File: config.mk
export PLATFORM = sky130hd
export DESIGN_NAME = viterbi_dec
export DESIGN_NICKNAME = d
export VERILOG_FILES = /design/src/source/viterbi_pkg.sv /design/src/source/viterbi_dec.sv /design/src/source/traceback.sv /design/src/source/survivor_memory.sv /design/src/source/add_compare_select.sv /design/src/source/branch_metric.sv
export SDC_FILE = /design/constraint.sdc
export NUM_CORES = 1
export LEC_CHECK = 0
export BUFFER_PORTS_ARGS = -buffer_cell sky130_fd_sc_hd__buf_2
export CAP_MARGIN = 5
export CORE_UTILIZATION = 42
export DETAILED_ROUTE_END_ITERATION = 8
export PLACE_DENSITY = 0.59
export SYNTH_ARGS = -nofsm -noshare
export SYNTH_HDL_FRONTEND = slang
export SYNTH_HIERARCHICAL = 1
export SYNTH_SLANG_ARGS = --single-unit
export TNS_END_PERCENT = 10
File: constraint.sdc
create_clock -name clk -period 6.5 [get_ports clk]
set_input_delay 1.3 -clock clk [delete_from_list [all_inputs] [get_ports clk]]
set_output_delay 1.3 -clock clk [all_outputs]
set_load 0.03 [all_outputs]
File: src/source/viterbi_pkg.sv
`default_nettype none

package viterbi_pkg;

  // rate 1/2, K=3 trellis, generators 7 and 5 octal
  localparam int num_states = 4;
  localparam int state_w = 2;
  localparam int metric_w = 8;
  // hamming distance over 2 code bits, 0..2
  localparam int dist_w = 2;
  localparam int sym_w = 2;

  typedef logic [metric_w-1:0] metric_t;
  typedef logic [state_w-1:0] state_t;
  // one survivor bit per state
  typedef logic [num_states-1:0] decision_t;

  // start value for states the encoder cannot be in yet
  localparam metric_t metric_max = {metric_w{1'b1}};

  // code pair on the branch into nxt from predecessor {nxt[0], b}
  // u is the upper bit of nxt, old s1 is nxt[0], old s0 is b
  function automatic logic [sym_w-1:0] branch_code(input state_t nxt, input logic b);
    logic c0;
    logic c1;
    c0 = nxt[1] ^ nxt[0] ^ b;
    c1 = nxt[1] ^ b;
    return {c0, c1};
  endfunction

endpackage

`default_nettype wire
File: src/source/viterbi_dec.sv
`timescale 1ns/1ns
`default_nettype none

module viterbi_dec
  import viterbi_pkg::*;
#(
  parameter int max_frame = 64
) (
  input  wire             clk,
  input  wire             rst,
  input  wire [sym_w-1:0] sym,
  input  wire             sym_valid,
  input  wire             sym_last,
  output logic            sym_ready,
  output logic            bit_out,
  output logic            bit_valid,
  output logic            bit_last,
  input  wire             bit_ready
);

  localparam int addr_w = $clog2(max_frame);
  localparam int len_w = $clog2(max_frame + 1);

  localparam logic [1:0] st_idle = 2'd0;
  localparam logic [1:0] st_recv = 2'd1;
  localparam logic [1:0] st_decode = 2'd2;

  logic [1:0] state_q;
  // symbols accepted so far, also the write address
  logic [len_w-1:0] step_cnt;
  logic acs_en;
  logic acs_first;
  logic last_acc;
  logic tb_start;
  logic done;
  logic [dist_w-1:0] dist_00;
  logic [dist_w-1:0] dist_01;
  logic [dist_w-1:0] dist_10;
  logic [dist_w-1:0] dist_11;
  decision_t decision;
  decision_t rd_data;
  state_t best_state;
  logic best_valid;
  logic [addr_w-1:0] rd_addr;

  // input open only while idle or receiving
  assign sym_ready = (state_q == st_idle) || (state_q == st_recv);
  assign acs_en = sym_valid & sym_ready;
  assign acs_first = (state_q == st_idle);
  // a full survivor memory closes the frame as well
  assign last_acc = sym_last || (step_cnt == len_w'(max_frame - 1));
  assign tb_start = best_valid && (state_q == st_decode);

  always_ff @(posedge clk) begin
    if (rst) begin
      state_q <= st_idle;
      step_cnt <= '0;
    end else begin
      case (state_q)
        st_idle, st_recv: begin
          if (acs_en) begin
            step_cnt <= step_cnt + 1'b1;
            state_q <= last_acc ? st_decode : st_recv;
          end
        end
        st_decode: begin
          // step_cnt holds the frame length until the last bit leaves
          if (done) begin
            state_q <= st_idle;
            step_cnt <= '0;
          end
        end
        default: state_q <= st_idle;
      endcase
    end
  end

  branch_metric u_bm (
    .sym     (sym),
    .dist_00 (dist_00),
    .dist_01 (dist_01),
    .dist_10 (dist_10),
    .dist_11 (dist_11)
  );

  add_compare_select u_acs (
    .clk        (clk),
    .rst        (rst),
    .acs_en     (acs_en),
    .acs_first  (acs_first),
    .dist_00    (dist_00),
    .dist_01    (dist_01),
    .dist_10    (dist_10),
    .dist_11    (dist_11),
    .last_in    (last_acc),
    .decision   (decision),
    .best_state (best_state),
    .best_valid (best_valid)
  );

  survivor_memory #(
    .max_frame (max_frame)
  ) u_sm (
    .clk      (clk),
    .wr_en    (acs_en),
    .wr_addr  (step_cnt[addr_w-1:0]),
    .decision (decision),
    .rd_addr  (rd_addr),
    .rd_data  (rd_data)
  );

  traceback #(
    .max_frame (max_frame)
  ) u_tb (
    .clk        (clk),
    .rst        (rst),
    .tb_start   (tb_start),
    .best_state (best_state),
    .frame_len  (step_cnt),
    .rd_addr    (rd_addr),
    .rd_data    (rd_data),
    .bit_out    (bit_out),
    .bit_valid  (bit_valid),
    .bit_last   (bit_last),
    .bit_ready  (bit_ready),
    .done       (done)
  );

endmodule

`default_nettype wire

File: src/source/traceback.sv
`timescale 1ns/1ns
`default_nettype none

module traceback
  import viterbi_pkg::*;
#(
  parameter int max_frame = 64
) (
  input  wire                               clk,
  input  wire                               rst,
  input  wire                               tb_start,
  input  wire state_t                       best_state,
  input  wire [$clog2(max_frame + 1)-1:0]   frame_len,
  output logic [$clog2(max_frame)-1:0]      rd_addr,
  input  wire decision_t                    rd_data,
  output logic                              bit_out,
  output logic                              bit_valid,
  output logic                              bit_last,
  input  wire                               bit_ready,
  output logic                              done
);

  localparam int addr_w = $clog2(max_frame);
  localparam int len_w = $clog2(max_frame + 1);

  localparam logic [1:0] ph_idle = 2'd0;
  localparam logic [1:0] ph_walk = 2'd1;
  localparam logic [1:0] ph_emit = 2'd2;

  logic [1:0] phase_q;
  // walks down during traceback, up during output
  logic [addr_w-1:0] ptr_q;
  logic [addr_w-1:0] last_idx_q;
  logic [len_w-1:0] len_m1;
  state_t cur_q;
  logic [max_frame-1:0] bit_buf;
  logic fire;

  assign len_m1 = frame_len - 1'b1;
  assign rd_addr = ptr_q;

  // output side, held until the bit transfers
  assign bit_valid = (phase_q == ph_emit);
  assign bit_out = bit_buf[ptr_q];
  assign bit_last = (ptr_q == last_idx_q);
  assign fire = bit_valid & bit_ready;
  assign done = fire & bit_last;

  always_ff @(posedge clk) begin
    if (rst) begin
      phase_q <= ph_idle;
      ptr_q <= '0;
    end else begin
      case (phase_q)
        ph_idle: begin
          if (tb_start) begin
            phase_q <= ph_walk;
            ptr_q <= len_m1[addr_w-1:0];
          end
        end
        ph_walk: begin
          // frame_len cycles, step 0 is the last one
          if (ptr_q == '0) begin
            phase_q <= ph_emit;
          end else begin
            ptr_q <= ptr_q - 1'b1;
          end
        end
        ph_emit: begin
          if (fire) begin
            if (bit_last) begin
              phase_q <= ph_idle;
              ptr_q <= '0;
            end else begin
              ptr_q <= ptr_q + 1'b1;
            end
          end
        end
        default: phase_q <= ph_idle;
      endcase
    end
  end

  // survivor walk, decoded bit is the state's upper bit
  always_ff @(posedge clk) begin
    if (phase_q == ph_idle && tb_start) begin
      cur_q <= best_state;
      last_idx_q <= len_m1[addr_w-1:0];
    end else if (phase_q == ph_walk) begin
      bit_buf[ptr_q] <= cur_q[state_w-1];
      // predecessor is {low bit, stored decision}
      cur_q <= {cur_q[0], rd_data[cur_q]};
    end
  end

endmodule

`default_nettype wire

File: src/source/survivor_memory.sv
`timescale 1ns/1ns
`default_nettype none

module survivor_memory
  import viterbi_pkg::*;
#(
  parameter int max_frame = 64
) (
  input  wire                           clk,
  input  wire                           wr_en,
  input  wire [$clog2(max_frame)-1:0]   wr_addr,
  input  wire decision_t                decision,
  input  wire [$clog2(max_frame)-1:0]   rd_addr,
  output decision_t                     rd_data
);

  // one decision word per trellis step
  decision_t mem [max_frame];

  // written on the same edge as the path metric update
  always_ff @(posedge clk) begin
    if (wr_en) begin
      mem[wr_addr] <= decision;
    end
  end

  // async read so traceback steps one address per cycle
  assign rd_data = mem[rd_addr];

endmodule

`default_nettype wire

File: src/source/add_compare_select.sv
`timescale 1ns/1ns
`default_nettype none

module add_compare_select
  import viterbi_pkg::*;
(
  input  wire              clk,
  input  wire              rst,
  input  wire              acs_en,
  input  wire              acs_first,
  input  wire [dist_w-1:0] dist_00,
  input  wire [dist_w-1:0] dist_01,
  input  wire [dist_w-1:0] dist_10,
  input  wire [dist_w-1:0] dist_11,
  input  wire              last_in,
  output decision_t        decision,
  output state_t           best_state,
  output logic             best_valid
);

  metric_t pm_q [num_states];
  metric_t pm_d [num_states];
  metric_t prior [num_states];
  // distances indexed by code pair
  logic [dist_w-1:0] dist_by_code [4];

  assign dist_by_code[0] = dist_00;
  assign dist_by_code[1] = dist_01;
  assign dist_by_code[2] = dist_10;
  assign dist_by_code[3] = dist_11;

  // first symbol restarts from state 0
  always_comb begin
    for (int s = 0; s < num_states; s++) begin
      if (acs_first) begin
        prior[s] = (s == 0) ? '0 : metric_max;
      end else begin
        prior[s] = pm_q[s];
      end
    end
  end

  // add, compare, select per next state
  always_comb begin
    state_t nxt;
    state_t pred0;
    state_t pred1;
    logic [metric_w:0] sum0;
    logic [metric_w:0] sum1;
    logic [metric_w:0] win;
    for (int n = 0; n < num_states; n++) begin
      nxt = state_t'(n);
      // both predecessors share nxt[0] as upper bit
      pred0 = {nxt[0], 1'b0};
      pred1 = {nxt[0], 1'b1};
      sum0 = {1'b0, prior[pred0]} + (metric_w + 1)'(dist_by_code[branch_code(nxt, 1'b0)]);
      sum1 = {1'b0, prior[pred1]} + (metric_w + 1)'(dist_by_code[branch_code(nxt, 1'b1)]);
      // tie keeps b = 0
      decision[n] = (sum1 < sum0);
      win = decision[n] ? sum1 : sum0;
      // only the unreachable start states can overflow
      pm_d[n] = win[metric_w] ? metric_max : win[metric_w-1:0];
    end
  end

  always_ff @(posedge clk) begin
    if (acs_en) begin
      pm_q <= pm_d;
    end
  end

  // one pulse, metrics already hold the final step
  always_ff @(posedge clk) begin
    if (rst) begin
      best_valid <= 1'b0;
    end else begin
      best_valid <= acs_en & last_in;
    end
  end

  // strict less-than so the lowest state wins a tie
  always_comb begin
    metric_t best_m;
    best_m = pm_q[0];
    best_state = '0;
    for (int s = 1; s < num_states; s++) begin
      if (pm_q[s] < best_m) begin
        best_m = pm_q[s];
        best_state = state_t'(s);
      end
    end
  end

endmodule

`default_nettype wire

File: src/source/branch_metric.sv
`timescale 1ns/1ns
`default_nettype none

module branch_metric
  import viterbi_pkg::*;
(
  input  wire  [sym_w-1:0]  sym,
  output logic [dist_w-1:0] dist_00,
  output logic [dist_w-1:0] dist_01,
  output logic [dist_w-1:0] dist_10,
  output logic [dist_w-1:0] dist_11
);

  // count of differing bits between received and expected pair
  function automatic logic [dist_w-1:0] hamming(
    input logic [sym_w-1:0] rx,
    input logic [sym_w-1:0] ref_code
  );
    logic [sym_w-1:0] diff;
    logic [dist_w-1:0] cnt;
    diff = rx ^ ref_code;
    cnt = '0;
    for (int i = 0; i < sym_w; i++) begin
      cnt = cnt + dist_w'(diff[i]);
    end
    return cnt;
  endfunction

  // suffix is the expected pair {c0, c1}
  // purely combinational, the ACS samples these on the accept edge
  always_comb begin
    dist_00 = hamming(sym, sym_w'(0));
    dist_01 = hamming(sym, sym_w'(1));
    dist_10 = hamming(sym, sym_w'(2));
    dist_11 = hamming(sym, sym_w'(3));
  end

endmodule

`default_nettype wire

==> impl_metrics.xml <==
<?xml version="1.0" encoding="UTF-8"?>
<metrics>
  <group name="logic_synthesis">
    <metric name="ys.warnings.count" unit="">6</metric>
    <metric name="synth.top_cell.area_share" unit="%">55.1</metric>
    <metric name="sequential_cell_area_fraction_in_the_yosys_report" unit="%">57.0</metric>
    <metric name="count_of_unique_library_cells_instantiated_by_yosys" unit="">85</metric>
    <metric name="synth.ff_latch_count" unit="">378</metric>
    <metric name="netlist_area" unit="mm²">0.0196</metric>
    <metric name="synth-edff-count" unit="">360</metric>
    <metric name="netlist.top_cell.by_area" unit="">edfxtp_1</metric>
    <metric name="netlist_top_cells_area" unit="">edfxtp_1, mux4_2, ha_1, nor2_1, mux4_1</metric>
    <metric name="ys_flop_type" unit="">edfxtp_1</metric>
    <metric name="asyncSetResetFlopFracSynth" unit="%">0</metric>
    <metric name="post_synth_most_frequent_cells" unit="">edfxtp_1, nor2_1, ha_1, inv_1, nand2_1</metric>
    <metric name="net_count_synth" unit="">1574</metric>
    <metric name="synth.avg_cell_area" unit="µm²">13.3</metric>
    <metric name="gate_count_after_technology_mapping" unit="">1479</metric>
    <metric name="synth.most_common_cell" unit="">edfxtp_1</metric>
  </group>
  <group name="critical_path">
    <metric name="worst_setup_path_start_kind" unit="">register</metric>
    <metric name="crit_start" unit="">u_acs/pm_q[26]$_SDFFCE_PP1P_</metric>
    <metric name="cp.buffers_inverters" unit="">1</metric>
    <metric name="cp_common_cell" unit="">ha_1</metric>
    <metric name="critPathTopFamily" unit="">compound AO/OA/AOI/OAI gates</metric>
    <metric name="critical_path.reg2reg.endpoint" unit="">u_tb/cur_q[0]$_DFFE_PP_</metric>
    <metric name="setup.worst_path.end" unit="">u_tb/cur_q[0]$_DFFE_PP_</metric>
    <metric name="slowest_stage" unit="">o311a_1</metric>
    <metric name="reg2reg_depth" unit="">19</metric>
    <metric name="crit_cells" unit="">19</metric>
    <metric name="crit_arrival" unit="ns">6.11</metric>
    <metric name="timing.reg2reg.setup_slack" unit="ns">0.82</metric>
    <metric name="critical_path_class" unit="">reg2reg</metric>
    <metric name="required" unit="ns">6.92</metric>
    <metric name="r2r_start" unit="">u_acs/pm_q[26]$_SDFFCE_PP1P_</metric>
    <metric name="end_kind" unit="">register</metric>
    <metric name="cells_along_the_critical_path" unit="">inv_1 &gt; ha_1 &gt; a211o_1 &gt; a31oi_1 &gt; o311a_1 &gt; nor2_1 &gt; a21oi_1 &gt; ha_1 &gt; a2111oi_0 &gt; o21ai_0 &gt; o21bai_4 &gt; mux2_2 &gt; ha_1 &gt; a21o_1 &gt; a21o_1 &gt; a211oi_1 &gt; a31oi_1 &gt; o2bb2ai_1 &gt; mux2_2</metric>
    <metric name="max_stage_delay" unit="ns">0.62</metric>
    <metric name="worstPathMaxFanout" unit="">17</metric>
  </group>
  <group name="placement">
    <metric name="gpl.final_weighted_congestion" unit="">0.886</metric>
    <metric name="dp_hpwl" unit="µm">29300</metric>
    <metric name="placement.io_buffers" unit="">10</metric>
  </group>
  <group name="floorplan">
    <metric name="num_io_pins" unit="">11</metric>
    <metric name="dieWidth" unit="µm">218</metric>
    <metric name="placeableCoreArea" unit="mm²">0.0457</metric>
    <metric name="rows" unit="">78</metric>
    <metric name="design.die.area" unit="mm²">0.0476</metric>
    <metric name="start_util" unit="%">42.9</metric>
    <metric name="die_height" unit="µm">218</metric>
  </group>
  <group name="cells_and_area">
    <metric name="fraction_of_layout_cells_with_a_size_suffix_above_1" unit="%">13.5</metric>
    <metric name="ant_diodes" unit="">0</metric>
    <metric name="flow.area_growth_from_synthesis" unit="%">9.74</metric>
    <metric name="final_net_count" unit="">1574</metric>
  </group>
  <group name="route">
    <metric name="post_dr_vias_cell" unit="">5.75</metric>
    <metric name="drt_iter0_markers" unit="">1017</metric>
    <metric name="drtAntennaViolNets" unit="">0</metric>
    <metric name="drc" unit="">0</metric>
    <metric name="route.final.wire_length" unit="µm">44200</metric>
    <metric name="detail_route.first_pass.iterations" unit="">5</metric>
    <metric name="post_drt_wl_per_cell" unit="µm">20.9</metric>
    <metric name="num_vias" unit="">12100</metric>
  </group>
  <group name="clock_network">
    <metric name="cts.repair_timing.setup_buffer_count" unit="">0</metric>
    <metric name="clock_tree.root_cell" unit="">clkbuf_16</metric>
    <metric name="number_of_buffers_on_the_longest_clock_path" unit="">3</metric>
    <metric name="clk_latency" unit="ns">0.56</metric>
    <metric name="cts.htree.levels" unit="">2</metric>
    <metric name="post_cts_resized" unit="">0</metric>
    <metric name="worst_setup_hold_path_clk_slew" unit="ns">0.06</metric>
    <metric name="numCtsBuffers" unit="">42</metric>
    <metric name="clock_sink_count" unit="">378</metric>
    <metric name="cts_hold_buffers" unit="">0</metric>
    <metric name="cts_tree" unit="">yes</metric>
  </group>
  <group name="power_and_ir_drop">
    <metric name="peak_supply_drop" unit="mV">0.294</metric>
    <metric name="cellLeakagePower" unit="µW">0.00732</metric>
    <metric name="total_power" unit="µW">9260</metric>
    <metric name="powerDensity" unit="mW/mm²">430</metric>
  </group>
  <group name="hold_path">
    <metric name="min-delay-path-class" unit="">reg2reg</metric>
  </group>
  <group name="job">
    <metric name="drv_cap" unit="">0</metric>
  </group>
  <group name="global_route">
    <metric name="first_global_vias" unit="">12100</metric>
    <metric name="globalRoute.totalOverflow" unit="">0</metric>
    <metric name="grt_max_degree" unit="">66</metric>
    <metric name="antenna_violations_before_repair" unit="">0</metric>
    <metric name="grt_util_all_layers" unit="%">19.0</metric>
    <metric name="grt_first_pass_wirelength" unit="µm">69300</metric>
  </group>
  <group name="sta">
    <metric name="fin_crit" unit="ns">5.68</metric>
    <metric name="setup_tns" unit="ns">0</metric>
    <metric name="slew-limit-headroom" unit="%">31.1</metric>
    <metric name="rsz0062_at_grt" unit="">no</metric>
    <metric name="fmax" unit="MHz">176</metric>
    <metric name="final_max_slew_violation_count" unit="">0</metric>
    <metric name="fin_skew" unit="ns">0.0191</metric>
    <metric name="setup_viol" unit="">0</metric>
    <metric name="finalCritPeriodShare" unit="%">87.4</metric>
    <metric name="hold_viol_final" unit="">0</metric>
    <metric name="worstMarginPinSlew" unit="ns">1.03</metric>
  </group>
  <group name="outcome">
    <metric name="status" unit="">finished clean</metric>
  </group>
</metrics>
-- worst register-to-register path, stage by stage (launching register included) --
cell	delay (ns)
edfxtp_1	0.46
inv_1	0.19
ha_1	0.28
a211o_1	0.29
a31oi_1	0.19
o311a_1	0.62
nor2_1	0.09
a21oi_1	0.23
ha_1	0.29
a2111oi_0	0.39
o21ai_0	0.29
o21bai_4	0.35
mux2_2	0.38
ha_1	0.29
a21o_1	0.19
a21o_1	0.17
a211oi_1	0.37
a31oi_1	0.14
o2bb2ai_1	0.19
mux2_2	0.17
-- where the power goes --
group	internal, µW	leakage, µW	switching, µW
Sequential	3180	0.00340	239
Clock	1430	0.000679	957
Combinational	1400	0.00324	2060
Total	6010	0.00732	3250
-- kinds of logic after synthesis --
group / after synthesis / synth area share [%]
adder cells (fa/ha/maj): 88 / 5.92
buffers and inverters: 142 / 3.55
flip-flops: 378 / 57.0
AND/OR/NAND/NOR: 470 / 11.5
XOR/XNOR: 43 / 1.92
multiplexers: 134 / 12.1
AO/OA/AOI/OAI: 224 / 8.12
-- how the worst min path moves through the flow --
| stage | from | to | slack [ns] | cells past startpoint |
|---|---|---|---|---|
| floorplan | u_tb/phase_q[0]$_SDFFE_PP0P_ | u_tb/phase_q[0]$_SDFFE_PP0P_ | 0.45 | 2 |
| global placement | u_tb/phase_q[0]$_SDFFE_PP0P_ | u_tb/phase_q[0]$_SDFFE_PP0P_ | 0.46 | 2 |
| detailed placement | u_tb/phase_q[0]$_SDFFE_PP0P_ | u_tb/phase_q[0]$_SDFFE_PP0P_ | 0.47 | 2 |
| CTS | u_tb/phase_q[0]$_SDFFE_PP0P_ | u_tb/phase_q[0]$_SDFFE_PP0P_ | 0.48 | 2 |
| global route | u_tb/phase_q[0]$_SDFFE_PP0P_ | u_tb/phase_q[0]$_SDFFE_PP0P_ | 0.51 | 2 |
| finish | u_tb/phase_q[0]$_SDFFE_PP0P_ | u_tb/phase_q[0]$_SDFFE_PP0P_ | 0.48 | 2 |
-- layout by cell type (no fill, tap or decap), types with 19 or more instances in the layout --
master / count
a21o_1: 22
a21oi_1: 49
and2_1: 20
clkbuf_16: 42
edfxtp_1: 360
ha_1: 80
inv_1: 64
mux2_2: 19
mux2i_1: 41
mux4_1: 21
mux4_2: 53
nand2_1: 61
nand2b_1: 25
nand3_1: 37
nor2_1: 223
o21ai_0: 30
xnor2_1: 21
xor2_1: 22
-- registers in the layout (all words and copies together), names as in the netlist, 6 cells and up --
register,count
u_sm/mem,256
u_tb/bit_buf,64
u_acs/pm_q,32
step_cnt,7
u_tb/last_idx_q,6
u_tb/rd_addr,6
-- metal layers --
metal	part of all wire, %	global-route usage [%]	vias up
li1	-	-	5646
met1	45	26.1	6111
met2	47	30.4	319
met3	6.1	3.97	67
met4	2.1	5.20	0
met5	0	0	-
-- stage by stage --
stage          hold WS, ns  instance area, µm²  setup slack [ns]  std cells  utilization (%)
6_report             0.479               21500             0.817       2111             47.1
5_1_grt              0.507               21500             0.480       2111             47.1
4_1_cts              0.481               21500             0.854       2111             47.1
3_5_place_dp         0.471               20100             0.865       2035             44.1
3_3_place_gp         0.463               20100             0.994       2035             44.1
2_1_floorplan        0.452               19600              1.53       1479                -
-- layout make-up --
cell class                      instances  area [µm²]
Inverter                               72         270
Fill cell                            4017       24200
Timing Repair Buffer                   26         170
Clock buffer                           46        1070
Sequential cell                       378       11200
Tap cell                              600         751
Multi-Input combinational cell        959        7750
Clock inverter                         30         332
Note: power is estimated with default switching activity, not from simulation.
